### src/flash_id_pkg.sv
// shared flash ID constants and types; all counts are in flash_clk cycles, 16-bit bus only
`default_nettype none

package flash_id_pkg;

    // ******************************
    // bus geometry
    // ******************************
    localparam int ADDR_W = 21;
    localparam int DATA_W = 16;

    // ******************************
    // sequence timing
    // ******************************
    localparam int SETTLE_CYCLES      = 255;  // power-up settle before any pin activity
    localparam int RST_CYCLES         = 3;    // flash reset low time
    localparam int RST_RECOVER_CYCLES = 6;
    localparam int ACCESS_CYCLES      = 4;    // one read or write, phase 0..3
    localparam int TIDA_CYCLES        = 9;    // ID access time after entry

    // software-ID command set
    localparam logic [ADDR_W-1:0] CMD_ADDR_A   = 21'h05555;
    localparam logic [ADDR_W-1:0] CMD_ADDR_B   = 21'h02AAA;
    localparam logic [DATA_W-1:0] CMD_UNLOCK_1 = 16'h00AA;
    localparam logic [DATA_W-1:0] CMD_UNLOCK_2 = 16'h0055;
    localparam logic [DATA_W-1:0] CMD_ID_ENTRY = 16'h0090;
    localparam logic [DATA_W-1:0] CMD_ID_EXIT  = 16'h00F0;
    localparam logic [ADDR_W-1:0] MAN_ID_ADDR  = 21'h00000;
    localparam logic [ADDR_W-1:0] DEV_ID_ADDR  = 21'h00001;

    // sequence steps, in walking order
    typedef enum logic [3:0] {
        IDLE, RESET, RECOVER, WRITE_1, WRITE_2, WRITE_3,
        TIDA, READ_MAN, READ_DEV, WRITE_EXIT, DONE
    } flash_step_e;

    // flash pin bundle, 42 bits
    typedef struct packed {
        logic [ADDR_W-1:0] addr;
        logic              ce_n;
        logic              oe_n;
        logic              we_n;
        logic              rst_n;
        logic [DATA_W-1:0] dq_out;
        logic              dq_oe;   // high while we own the data bus
    } flash_bus_t;

endpackage

`default_nettype wire

### src/flash_step_timer.sv
// step timer: load only while the count is 0 or 1, durations up to 511 cycles, holds at zero
`default_nettype none

module flash_step_timer
    import flash_id_pkg::*;
(
    input  logic       flash_clk,
    input  logic       sys_rst_n,
    input  logic       load,        // one-cycle strobe on step entry
    input  logic [8:0] load_count,  // step length in cycles
    output logic       expire,      // last cycle of the step
    output logic [1:0] phase        // access phase 0..3
);

    logic [8:0] count;  // cycles left in current step

    // ******************************
    // down-counter
    // ******************************
    always_ff @(posedge flash_clk or negedge sys_rst_n) begin
        if (!sys_rst_n) begin
            count <= '0;
        end else if (load) begin
            count <= load_count;
        end else if (count != '0) begin
            count <= count - 9'd1;  // parks at zero
        end
    end

    // count of 1 means this is the step's final cycle
    assign expire = (count == 9'd1);

    // phase counts up as count runs down from ACCESS_CYCLES
    // only the low two bits matter, so modulo 4 is enough
    assign phase = 2'(ACCESS_CYCLES) - count[1:0];

endmodule

`default_nettype wire

### src/flash_seq_fsm.sv
// ID read sequencer: restart is honoured only in DONE, settle wait runs once per reset
`default_nettype none

module flash_seq_fsm
    import flash_id_pkg::*;
(
    input  logic        flash_clk,
    input  logic        sys_rst_n,
    input  logic        restart,     // strobe, ignored outside DONE
    input  logic        expire,      // from step timer
    output logic        load,
    output logic [8:0]  load_count,
    output flash_step_e step,
    output logic        id_valid
);

    flash_step_e step_nxt;
    logic        first;     // high for one cycle after reset, kicks the settle load

    // ******************************
    // step register
    // ******************************
    always_ff @(posedge flash_clk or negedge sys_rst_n) begin
        if (!sys_rst_n) begin
            step  <= IDLE;
            first <= 1'b1;
        end else begin
            step  <= step_nxt;
            first <= 1'b0;
        end
    end

    // next step, every timed step advances on expire
    always_comb begin
        step_nxt = step;
        case (step)
            IDLE:       if (expire)  step_nxt = RESET;
            RESET:      if (expire)  step_nxt = RECOVER;
            RECOVER:    if (expire)  step_nxt = WRITE_1;
            WRITE_1:    if (expire)  step_nxt = WRITE_2;  // AA to 5555
            WRITE_2:    if (expire)  step_nxt = WRITE_3;  // 55 to 2AAA
            WRITE_3:    if (expire)  step_nxt = TIDA;     // 90 to 5555
            TIDA:       if (expire)  step_nxt = READ_MAN;
            READ_MAN:   if (expire)  step_nxt = READ_DEV;
            READ_DEV:   if (expire)  step_nxt = WRITE_EXIT;
            WRITE_EXIT: if (expire)  step_nxt = DONE;     // F0 back to array mode
            DONE:       if (restart) step_nxt = RESET;    // skip settle on rerun
            default:                 step_nxt = IDLE;
        endcase
    end

    // ******************************
    // timer loading
    // ******************************
    // load on every step change so the new duration starts next cycle
    assign load = first | (step_nxt != step);

    always_comb begin
        case (step_nxt)
            IDLE:       load_count = 9'(SETTLE_CYCLES);
            RESET:      load_count = 9'(RST_CYCLES);
            RECOVER:    load_count = 9'(RST_RECOVER_CYCLES);
            TIDA:       load_count = 9'(TIDA_CYCLES);
            WRITE_1, WRITE_2, WRITE_3,
            READ_MAN, READ_DEV,
            WRITE_EXIT: load_count = 9'(ACCESS_CYCLES);
            default:    load_count = 9'd0;  // DONE waits untimed
        endcase
    end

    // both ID words are latched well before DONE
    assign id_valid = (step == DONE);

endmodule

`default_nettype wire

### src/flash_bus_driver.sv
// pin driver: outputs are registered, so pins trail step and phase by one flash_clk cycle
`default_nettype none

module flash_bus_driver
    import flash_id_pkg::*;
(
    input  logic        flash_clk,
    input  logic        sys_rst_n,
    input  flash_step_e step,
    input  logic [1:0]  phase,
    output flash_bus_t  bus
);

    logic              is_write;
    logic              is_read;
    logic [ADDR_W-1:0] addr_nxt;
    logic [DATA_W-1:0] data_nxt;

    // ******************************
    // step decode
    // ******************************
    always_comb begin
        is_write = 1'b0;
        is_read  = 1'b0;
        addr_nxt = '0;
        data_nxt = '0;
        case (step)
            WRITE_1: begin
                is_write = 1'b1;
                addr_nxt = CMD_ADDR_A;
                data_nxt = CMD_UNLOCK_1;
            end
            WRITE_2: begin
                is_write = 1'b1;
                addr_nxt = CMD_ADDR_B;
                data_nxt = CMD_UNLOCK_2;
            end
            WRITE_3: begin
                is_write = 1'b1;
                addr_nxt = CMD_ADDR_A;
                data_nxt = CMD_ID_ENTRY;
            end
            WRITE_EXIT: begin
                is_write = 1'b1;
                addr_nxt = CMD_ADDR_A;
                data_nxt = CMD_ID_EXIT;
            end
            READ_MAN: begin is_read = 1'b1; addr_nxt = MAN_ID_ADDR; end
            READ_DEV: begin is_read = 1'b1; addr_nxt = DEV_ID_ADDR; end
            default: ;  // bus idle
        endcase
    end

    // ******************************
    // pin registers
    // ******************************
    always_ff @(posedge flash_clk or negedge sys_rst_n) begin
        if (!sys_rst_n) begin
            bus <= '{addr: '0, ce_n: 1'b1, oe_n: 1'b1, we_n: 1'b1, rst_n: 1'b1,
                     dq_out: '0, dq_oe: 1'b0};
        end else begin
            bus.addr   <= addr_nxt;                         // held for whole access
            bus.ce_n   <= ~(is_write | is_read);
            bus.oe_n   <= ~is_read;
            bus.we_n   <= ~(is_write & (phase == 2'd1));    // single low cycle, mid access
            bus.rst_n  <= (step != RESET);
            bus.dq_out <= data_nxt;
            bus.dq_oe  <= is_write & ~is_read;              // never drive while oe_n low
        end
    end

endmodule

`default_nettype wire

### src/flash_id_capture.sv
// ID capture: flash must drive valid data within two cycles of oe_n falling
`default_nettype none

module flash_id_capture
    import flash_id_pkg::*;
(
    input  logic              flash_clk,
    input  logic              sys_rst_n,
    input  flash_step_e       step,
    input  logic [1:0]        phase,
    input  logic [DATA_W-1:0] dq_in,
    output logic [DATA_W-1:0] man_id,
    output logic [DATA_W-1:0] dev_id
);

    logic sample;   // mid-read strobe

    // phase 2 is the second pin cycle with oe_n low
    assign sample = (phase == 2'd2);

    // ******************************
    // identifier registers
    // ******************************
    // kept across restart, only overwritten by the next read
    always_ff @(posedge flash_clk or negedge sys_rst_n) begin
        if (!sys_rst_n) begin
            man_id <= '0;
            dev_id <= '0;
        end else if (sample) begin
            if (step == READ_MAN) man_id <= dq_in;
            if (step == READ_DEV) dev_id <= dq_in;
        end
    end

endmodule

`default_nettype wire

### src/flash_id_top.sv
// NOR flash ID reader top: data bus split into out, enable and in, tristate resolved outside
`default_nettype none

module flash_id_top
    import flash_id_pkg::*;
(
    input  logic              flash_clk,
    input  logic              sys_rst_n,
    input  logic              restart,      // rerun the sequence, DONE only
    input  logic [DATA_W-1:0] dq_in,
    output logic [ADDR_W-1:0] flash_addr,
    output logic              flash_ce_n,
    output logic              flash_oe_n,
    output logic              flash_we_n,
    output logic              flash_rst_n,
    output logic [DATA_W-1:0] dq_out,
    output logic              dq_oe,
    output logic [DATA_W-1:0] man_id,
    output logic [DATA_W-1:0] dev_id,
    output logic              id_valid,
    output logic [7:0]        led
);

    logic        load;
    logic [8:0]  load_count;
    logic        expire;
    logic [1:0]  phase;
    flash_step_e step;
    flash_bus_t  bus;

    // ******************************
    // sequencing and timing
    // ******************************
    flash_step_timer u_timer (
        .flash_clk (flash_clk), .sys_rst_n (sys_rst_n),
        .load      (load),      .load_count (load_count),
        .expire    (expire),    .phase      (phase)
    );

    flash_seq_fsm u_fsm (
        .flash_clk  (flash_clk),  .sys_rst_n (sys_rst_n),
        .restart    (restart),    .expire    (expire),
        .load       (load),       .load_count (load_count),
        .step       (step),       .id_valid  (id_valid)
    );

    // ******************************
    // pins and capture
    // ******************************
    flash_bus_driver u_driver (
        .flash_clk (flash_clk), .sys_rst_n (sys_rst_n),
        .step      (step),      .phase     (phase),
        .bus       (bus)
    );

    flash_id_capture u_capture (
        .flash_clk (flash_clk), .sys_rst_n (sys_rst_n),
        .step      (step),      .phase     (phase),
        .dq_in     (dq_in),
        .man_id    (man_id),    .dev_id    (dev_id)
    );

    // unpack bus onto the pins
    assign flash_addr  = bus.addr;
    assign flash_ce_n  = bus.ce_n;
    assign flash_oe_n  = bus.oe_n;
    assign flash_we_n  = bus.we_n;
    assign flash_rst_n = bus.rst_n;
    assign dq_out      = bus.dq_out;
    assign dq_oe       = bus.dq_oe;

    assign led = dev_id[7:0];   // device ID low byte on the board LEDs

endmodule

`default_nettype wire

### config.mk
export PLATFORM = sky130hd
export DESIGN_NAME = flash_id_top
export DESIGN_NICKNAME = d
export VERILOG_FILES = /design/src/flash_id_pkg.sv /design/src/flash_step_timer.sv /design/src/flash_seq_fsm.sv /design/src/flash_bus_driver.sv /design/src/flash_id_capture.sv /design/src/flash_id_top.sv
export SDC_FILE = /design/constraint.sdc
export NUM_CORES = 1
export LEC_CHECK = 0
export ABC_AREA = 1
export BUFFER_PORTS_ARGS = -buffer_cell sky130_fd_sc_hd__buf_4
export CAP_MARGIN = 20
export CORE_AREA = 2 2 94 96
export DETAILED_ROUTE_END_ITERATION = 7
export DIE_AREA = 0 0 96 98
export MAX_ROUTING_LAYER = met4
export PLACE_DENSITY = 0.65
export SETUP_SLACK_MARGIN = 0.4
export SLEW_MARGIN = 20
export SYNTH_ARGS = -nofsm -noshare
export SYNTH_HDL_FRONTEND = slang
export SYNTH_SLANG_ARGS = --single-unit
### constraint.sdc
create_clock -name flash_clk -period 2.5 [get_ports flash_clk]
set_input_delay 0.25 -clock flash_clk [delete_from_list [all_inputs] [get_ports flash_clk]]
set_output_delay 0.25 -clock flash_clk [all_outputs]
set_load 0.03 [all_outputs]
### After elaboration in Yosys (flattened, before gate mapping)

Memories as Yosys holds them, arrays and structs flattened.
Cells that the tools add are included.

| cells by class | value |
|---|---|
| bitwise operators | 7 |
| equality and inequality tests | 15 |
| $add $sub $neg | 2 |
| reduce and logical (&&, ||, !) cells | 8 |
| muxes and demuxes | 18 |

Operator list:

| cell | number |
|---|---|
| $pmux W15 S3 | 1 |
| $mux W4 | 11 |
| $pmux W4 S11 | 1 |
| $pmux W8 S4 | 1 |
| $mux W9 | 2 |
| $eq A4 B3 Y1 const B | 4 |
| $eq A4 B4 Y1 const B | 3 |
| $eq A9 B1 Y1 const B | 1 |
| $reduce_bool A9 Y1 | 1 |
| $sub A9 B1 Y9 const B | 1 |
| $eq A4 B2 Y1 const B | 2 |
| $eq A4 B1 Y1 const B | 1 |
| $logic_not A4 Y1 | 1 |
| $ne A4 B1 Y1 const B | 1 |
| $ne A4 B4 Y1 | 1 |
| $reduce_and A2 Y1 | 2 |
| $reduce_or A4 Y1 | 1 |
| $not A1 Y1 | 3 |
| $reduce_or A3 Y1 | 1 |
| $and A1 B1 Y1 | 2 |
| $eq A2 B1 Y1 const B | 1 |
| $eq A2 B2 Y1 const B | 1 |
| $mux W1 | 2 |
| $or A1 B1 Y1 | 2 |
| 3 further kinds | 3 |

| word-level totals | value |
|---|---|
| memories | 1 |
| bits in read-only memories | 128 |
| word-level logic and storage cells | 63 |
| output and inout port bits | 83 |
| bits in registers | 74 |

Memory list:

| memory | depth | bits a word | read ports | clocked after memory_dff | wr ports | RTL line | source |
|---|---|---|---|---|---|---|---|
| (no name shown) | 16 | 8 | 1 | 0 | 0 | flash_seq_fsm.sv:59 | `case (step_nxt)` |

### Longest topological paths before layout

| logic depth | value |
|---|---|
| depth after elaboration | 6 |
| depth in mapped cells | 16 |

### By module

Synthesis repeated with hierarchy kept, for this count alone.

| unflattened totals | value |
|---|---|
| cell total of the unflattened synthesis | 396 |
| area total of the unflattened synthesis | 3263.1 um^2 |

By module, submodules not included:

| module | area each (um^2) | cells an instance | times used | seq. area each (um^2) |
|---|---|---|---|---|
| flash_id_capture | 1400.1 | 152 | 1 | 800.8 |
| flash_bus_driver | 695.7 | 75 | 1 | 330.3 |
| flash_step_timer | 610.6 | 86 | 1 | 225.2 |
| flash_seq_fsm | 496.7 | 75 | 1 | 126.4 |
| flash_id_top | 60.1 | 8 | 1 | 0.0 |

### Least setup slack after synthesis

OpenSTA, ideal clock, no wires.

| timing | value |
|---|---|
| path kind | register -> register |
| from | reg u_timer.count[1] |
| to | reg u_timer.count[1] |
| library setup time | 0.117 ns |
| path buffers | 0 |
| clock period less this slack | 1.872 ns |
| path slack | 0.628 ns |
| cell stages (with the launch flop) | 16 |
| arrival | 1.754 ns |
| cells stage by stage | dfrtp_1 -> inv_1 -> ha_1 -> inv_1 -> nor2_1 -> nand2_1 -> nor2_4 -> nand2_1 -> nand3_4 -> nand3_4 -> nand2_4 -> nand2_4 -> nor2_8 -> nand2_4 -> nand3_1 -> nand2_1 |

| between the ends | value |
|---|---|
| longest elaborated chain between the ends | 6 |
| elaborated cells between the ends (all ways) | 20 |
| classes of those cells | 1 x add/sub; 2 x eq/ne; 13 x mux; 1 x bitwise; 2 x reduce/logical; 1 x memory |

RTL lines:

| element | RTL line | source |
|---|---|---|
| start: declaration | flash_step_timer.sv:15 | `logic [8:0] count;` |
| start signal: assignment | flash_step_timer.sv:24 | `count <= load_count;` |
| start signal: assignment | flash_step_timer.sv:26 | `count <= count - 9'd1;` |
| $eq A9 B1 Y1 * | flash_step_timer.sv:31 | `assign expire = (count == 9'd1);` |
| $mux W4 (tied with other cells) | flash_seq_fsm.sv:46 | `WRITE_EXIT: if (expire) step_nxt = DONE;` |
| $pmux W4 S11 * | flash_seq_fsm.sv:36 | `case (step)` |
| named net u_fsm.step_nxt[0] | flash_seq_fsm.sv:17 | `flash_step_e step_nxt;` |
| branches (longest 3 deep; another with $mem_v2 Z16 W8) | - |  |

Mark *: on every way through the listed nets, which the timed path passes. The select of a mux whose other input is x is not followed.
A chain may end at the register's enable or synchronous reset.

### Worst setup path after layout

| timing | value |
|---|---|
| from | reg u_timer.count[1] |
| to | reg u_timer.count[3] |

The elaborated chain is that of the path after synthesis.

==> impl_results.md <==
- Status: completed
- Ports: 102
- Insertion delay to the later sink of the worst-skew pair: 0.34 ns
- DRT iter0 DRCs: 108
- Nets: 473
- Antenna cells: 0
- CTS Root Cell: clkbuf_8
- Initial core utilization: 39.1%
- Die Wd: 96 um
- Clock slew at reported path FFs: 0.08 ns
- Cell area after synthesis: 3310 um^2
- Post-layout min period: 2.01 ns
- Pre-CTS setup slack: 0.374 ns
- Final WL: 6680 um
- Register bit count reported by yosys: 60
- Clock skew: 0.0164 ns
- Cell count after synthesis: 370
- # rows: 34
- CP required: 2.73 ns
- CTS tree: built
- Worst-path maximum fanout: 7
- Routability cong.: 0.864
- Cell variety after synth: 36
- Max Clk Rate: 0.498 GHz
- Clock Path Buffers: 2
- Core ar.: 8470 um^2
- Met2 Use GR: 23.2%
- Hold WC Path Type: primary input to flip-flop
- GRT met3 Usage: 4.63%
- DRC: 0
- Max Slew Vio Count: 0
- Critical Path, Cell by Cell: inv_2, ha_2, inv_1, nor2_1, nand2_1, nor2_4, nand2_2, nand3_4, nand3_4, nand2_4, nand2_4, nor2_8, nand3_1, nand2_1, nor2_1
- First-pass iteration count of the detailed router: 4
- Power Density: 504 nW/um^2
- Yosys warns: 0
- Overflow after GRT: 0
- RSZ-0062 raised after global routing: true
- Vias per cell: 4.48
- Syn avg cell area: 8.95 um^2
- Sink Count: 60
- Final period util: 80.4%
- Critical Path AT: 2.24 ns
- Worst vdd ir: 0.000241 V
- Max-slew headroom: 50.3%
- Total of max-cap violations: 0
- Crit. End Element: flip-flop
- Final ANT Viol Nets: 0
- Largest net degree at the start of global routing: 61
- Final setup violation count: 0
- Final hold viol count: 0
- Final worst slack: 0.491 ns
- Static leakage: 2.26 nW
- Number of buffers and inverters on the critical path: 2
- GR Layer Usage met1: 18.6%
- Die boundary height: 98 um
- Setup crit start kind: flip-flop
- Busiest grt layer: met2
- Slew @ Worst Pin: 0.746 ns
- Post-synth ARST share: 100%
- H-tree depth: 3
- Initial antenna violation count: 0
- Post-synth EDFFs: 0
- Power, Total: 2.10 mW
- Layout cells sized above 1: 40.7%
- CP max-delay cell: dfrtp_1
- Die area: 9410 um^2
- Vias in the first global route: 2318
- Slowest stage delay, CP: 0.40 ns
- Buffers on Ports: 87
- Crit path max-delay family: simple AND/OR/NAND/NOR gates
- Ys flop type: dfrtp_1
- WL per Instance: 11.9 um
- First-pass GRT wire length: 10800 um
- Area grow syn2layout: 25.9%
- GRT Util Overall: 15.0%
- Part of the Yosys area used for sequential elements: 45.5%
- Post-DP HPWL: 5000 um
- CP Class: flip-flop to flip-flop
- Num CTS Buffers: 9
- Setup TNS: 0 ns
- Detailed-route via count: 2515
==> power by group <==
group / total, mW / switching (mW) / internal, mW
Combinational: 0.141 / 0.0944 / 0.0466
Clock: 0.975 / 0.410 / 0.566
Sequential: 0.985 / 0.00664 / 0.978
Total: 2.10 / 0.511 / 1.59
==> worst reg2reg max path: cells and delay by family (launching register included) <==
family        cells  cell delay, ns
buf+inv           2            0.11
simple gates     12            1.24
flops             1            0.40
fa+ha+maj         1            0.17
==> cells in the final DEF (no fill, tap or decap), types with 6 or more instances in the layout <==
cell	synthesis	layout
dfrtp_1	55	54
nand2_2	9	12
nand3_1	8	7
nand2_1	82	79
nand3_2	5	6
nand3_4	6	6
nor2_1	13	13
clkbuf_8	0	9
nand2_4	7	7
inv_2	10	11
buf_4	36	96
inv_1	44	43
o21ai_0	34	34
conb_1	1	15
nor2_4	7	8
==> synth_stat cells, types with 4 or more instances <==
cell type | count | share of area [%]
nand2_2 | 9 | 1.7
a21oi_1 | 4 | 0.60
nor2_4 | 7 | 2.4
nand3_2 | 5 | 1.5
clkbuf_1 | 6 | 0.68
buf_4 | 36 | 8.2
inv_1 | 44 | 5.0
xor2_1 | 4 | 1.1
nor3_1 | 4 | 0.60
nand3_4 | 6 | 3.2
dfstp_2 | 5 | 4.0
inv_2 | 10 | 1.1
dfrtp_1 | 55 | 42
ha_1 | 5 | 1.9
nand2_1 | 82 | 9.3
nor2_1 | 13 | 1.5
o21ai_0 | 34 | 5.1
nor2_2 | 6 | 1.1
nand2_4 | 7 | 2.4
nand3_1 | 8 | 1.2
==> sequential cells by signal, summed over array words and instances, names as in the netlist <==
register          count
u_capture.man_id     16
u_fsm.first           1
u_driver.bus         14
u_fsm.step            4
u_timer.count         9
u_capture.dev_id     16
==> path summary, 6_finish.rpt <==
kind / start / endpoint / slack [ns] / cells past startpoint
max in group asynchronous: sys_rst_n / u_fsm.step[0] / 1.45 / 2
max: u_timer.count[1] / u_timer.count[3] / 0.49 / 15
max reg2reg: u_timer.count[1] / u_timer.count[3] / 0.49 / 15
min in group asynchronous: sys_rst_n / u_capture.dev_id[10] / 0.50 / 2
min reg2reg: u_capture.dev_id[10] / u_capture.dev_id[10] / 0.49 / 2
min: dq_in[11] / u_capture.man_id[11] / 0.18 / 3
==> cell type report <==
type                    count  area [um^2]
repair buffers             97          731
well taps                 108          135
clock buffers               9          124
multi-input cells         225         1360
clock inverters             7         98.8
fillers                   770         4300
inverters                  56          216
flip-flops and latches     60         1510
==> through the flow <==
| stage | std cells | cell area [um^2] | utilization (%) | hold slack [ns] |
|---|---|---|---|---|
| after floorplan | 384 | 3360 | - | -0.0456 |
| after global placement | 538 | 3860 | 45.6 | 0.366 |
| after detailed placement | 538 | 3860 | 45.6 | 0.366 |
| after CTS | 559 | 4120 | 48.7 | 0.172 |
| after global routing | 562 | 4170 | 49.3 | 0.193 |
| final | 562 | 4170 | 49.3 | 0.184 |
==> per-layer routing <==
metal | part of all wire, % | vias to the layer above | wire (um)
met5 | 0 | - | 0
met4 | 1.4 | 0 | 95
met3 | 7.7 | 14 | 517
met2 | 48 | 91 | 3190
met1 | 43 | 1158 | 2870
li1 | - | 1252 | -
==> logic make-up after synthesis <==
logic type	after synthesis	share of synthesized area, %
XOR/XNOR	6	1.59
buffers and inverters	99	15.8
AND/OR/NAND/NOR	155	28.0
other	1	0.113
flip-flops	60	45.5
AO/OA/AOI/OAI	44	7.10
adder cells (fa/ha/maj)	5	1.89
==> what timing repair did <==
item	CTS	global route
pin swaps	2	6
hold buffers	1	0
setup buffers	4	3
gates resized for setup	0	9
setup endpoints to repair	4	8
gates cloned	0	0
endpoints found under the hold margin	17	0
Note: power is estimated with default switching activity, not from simulation.
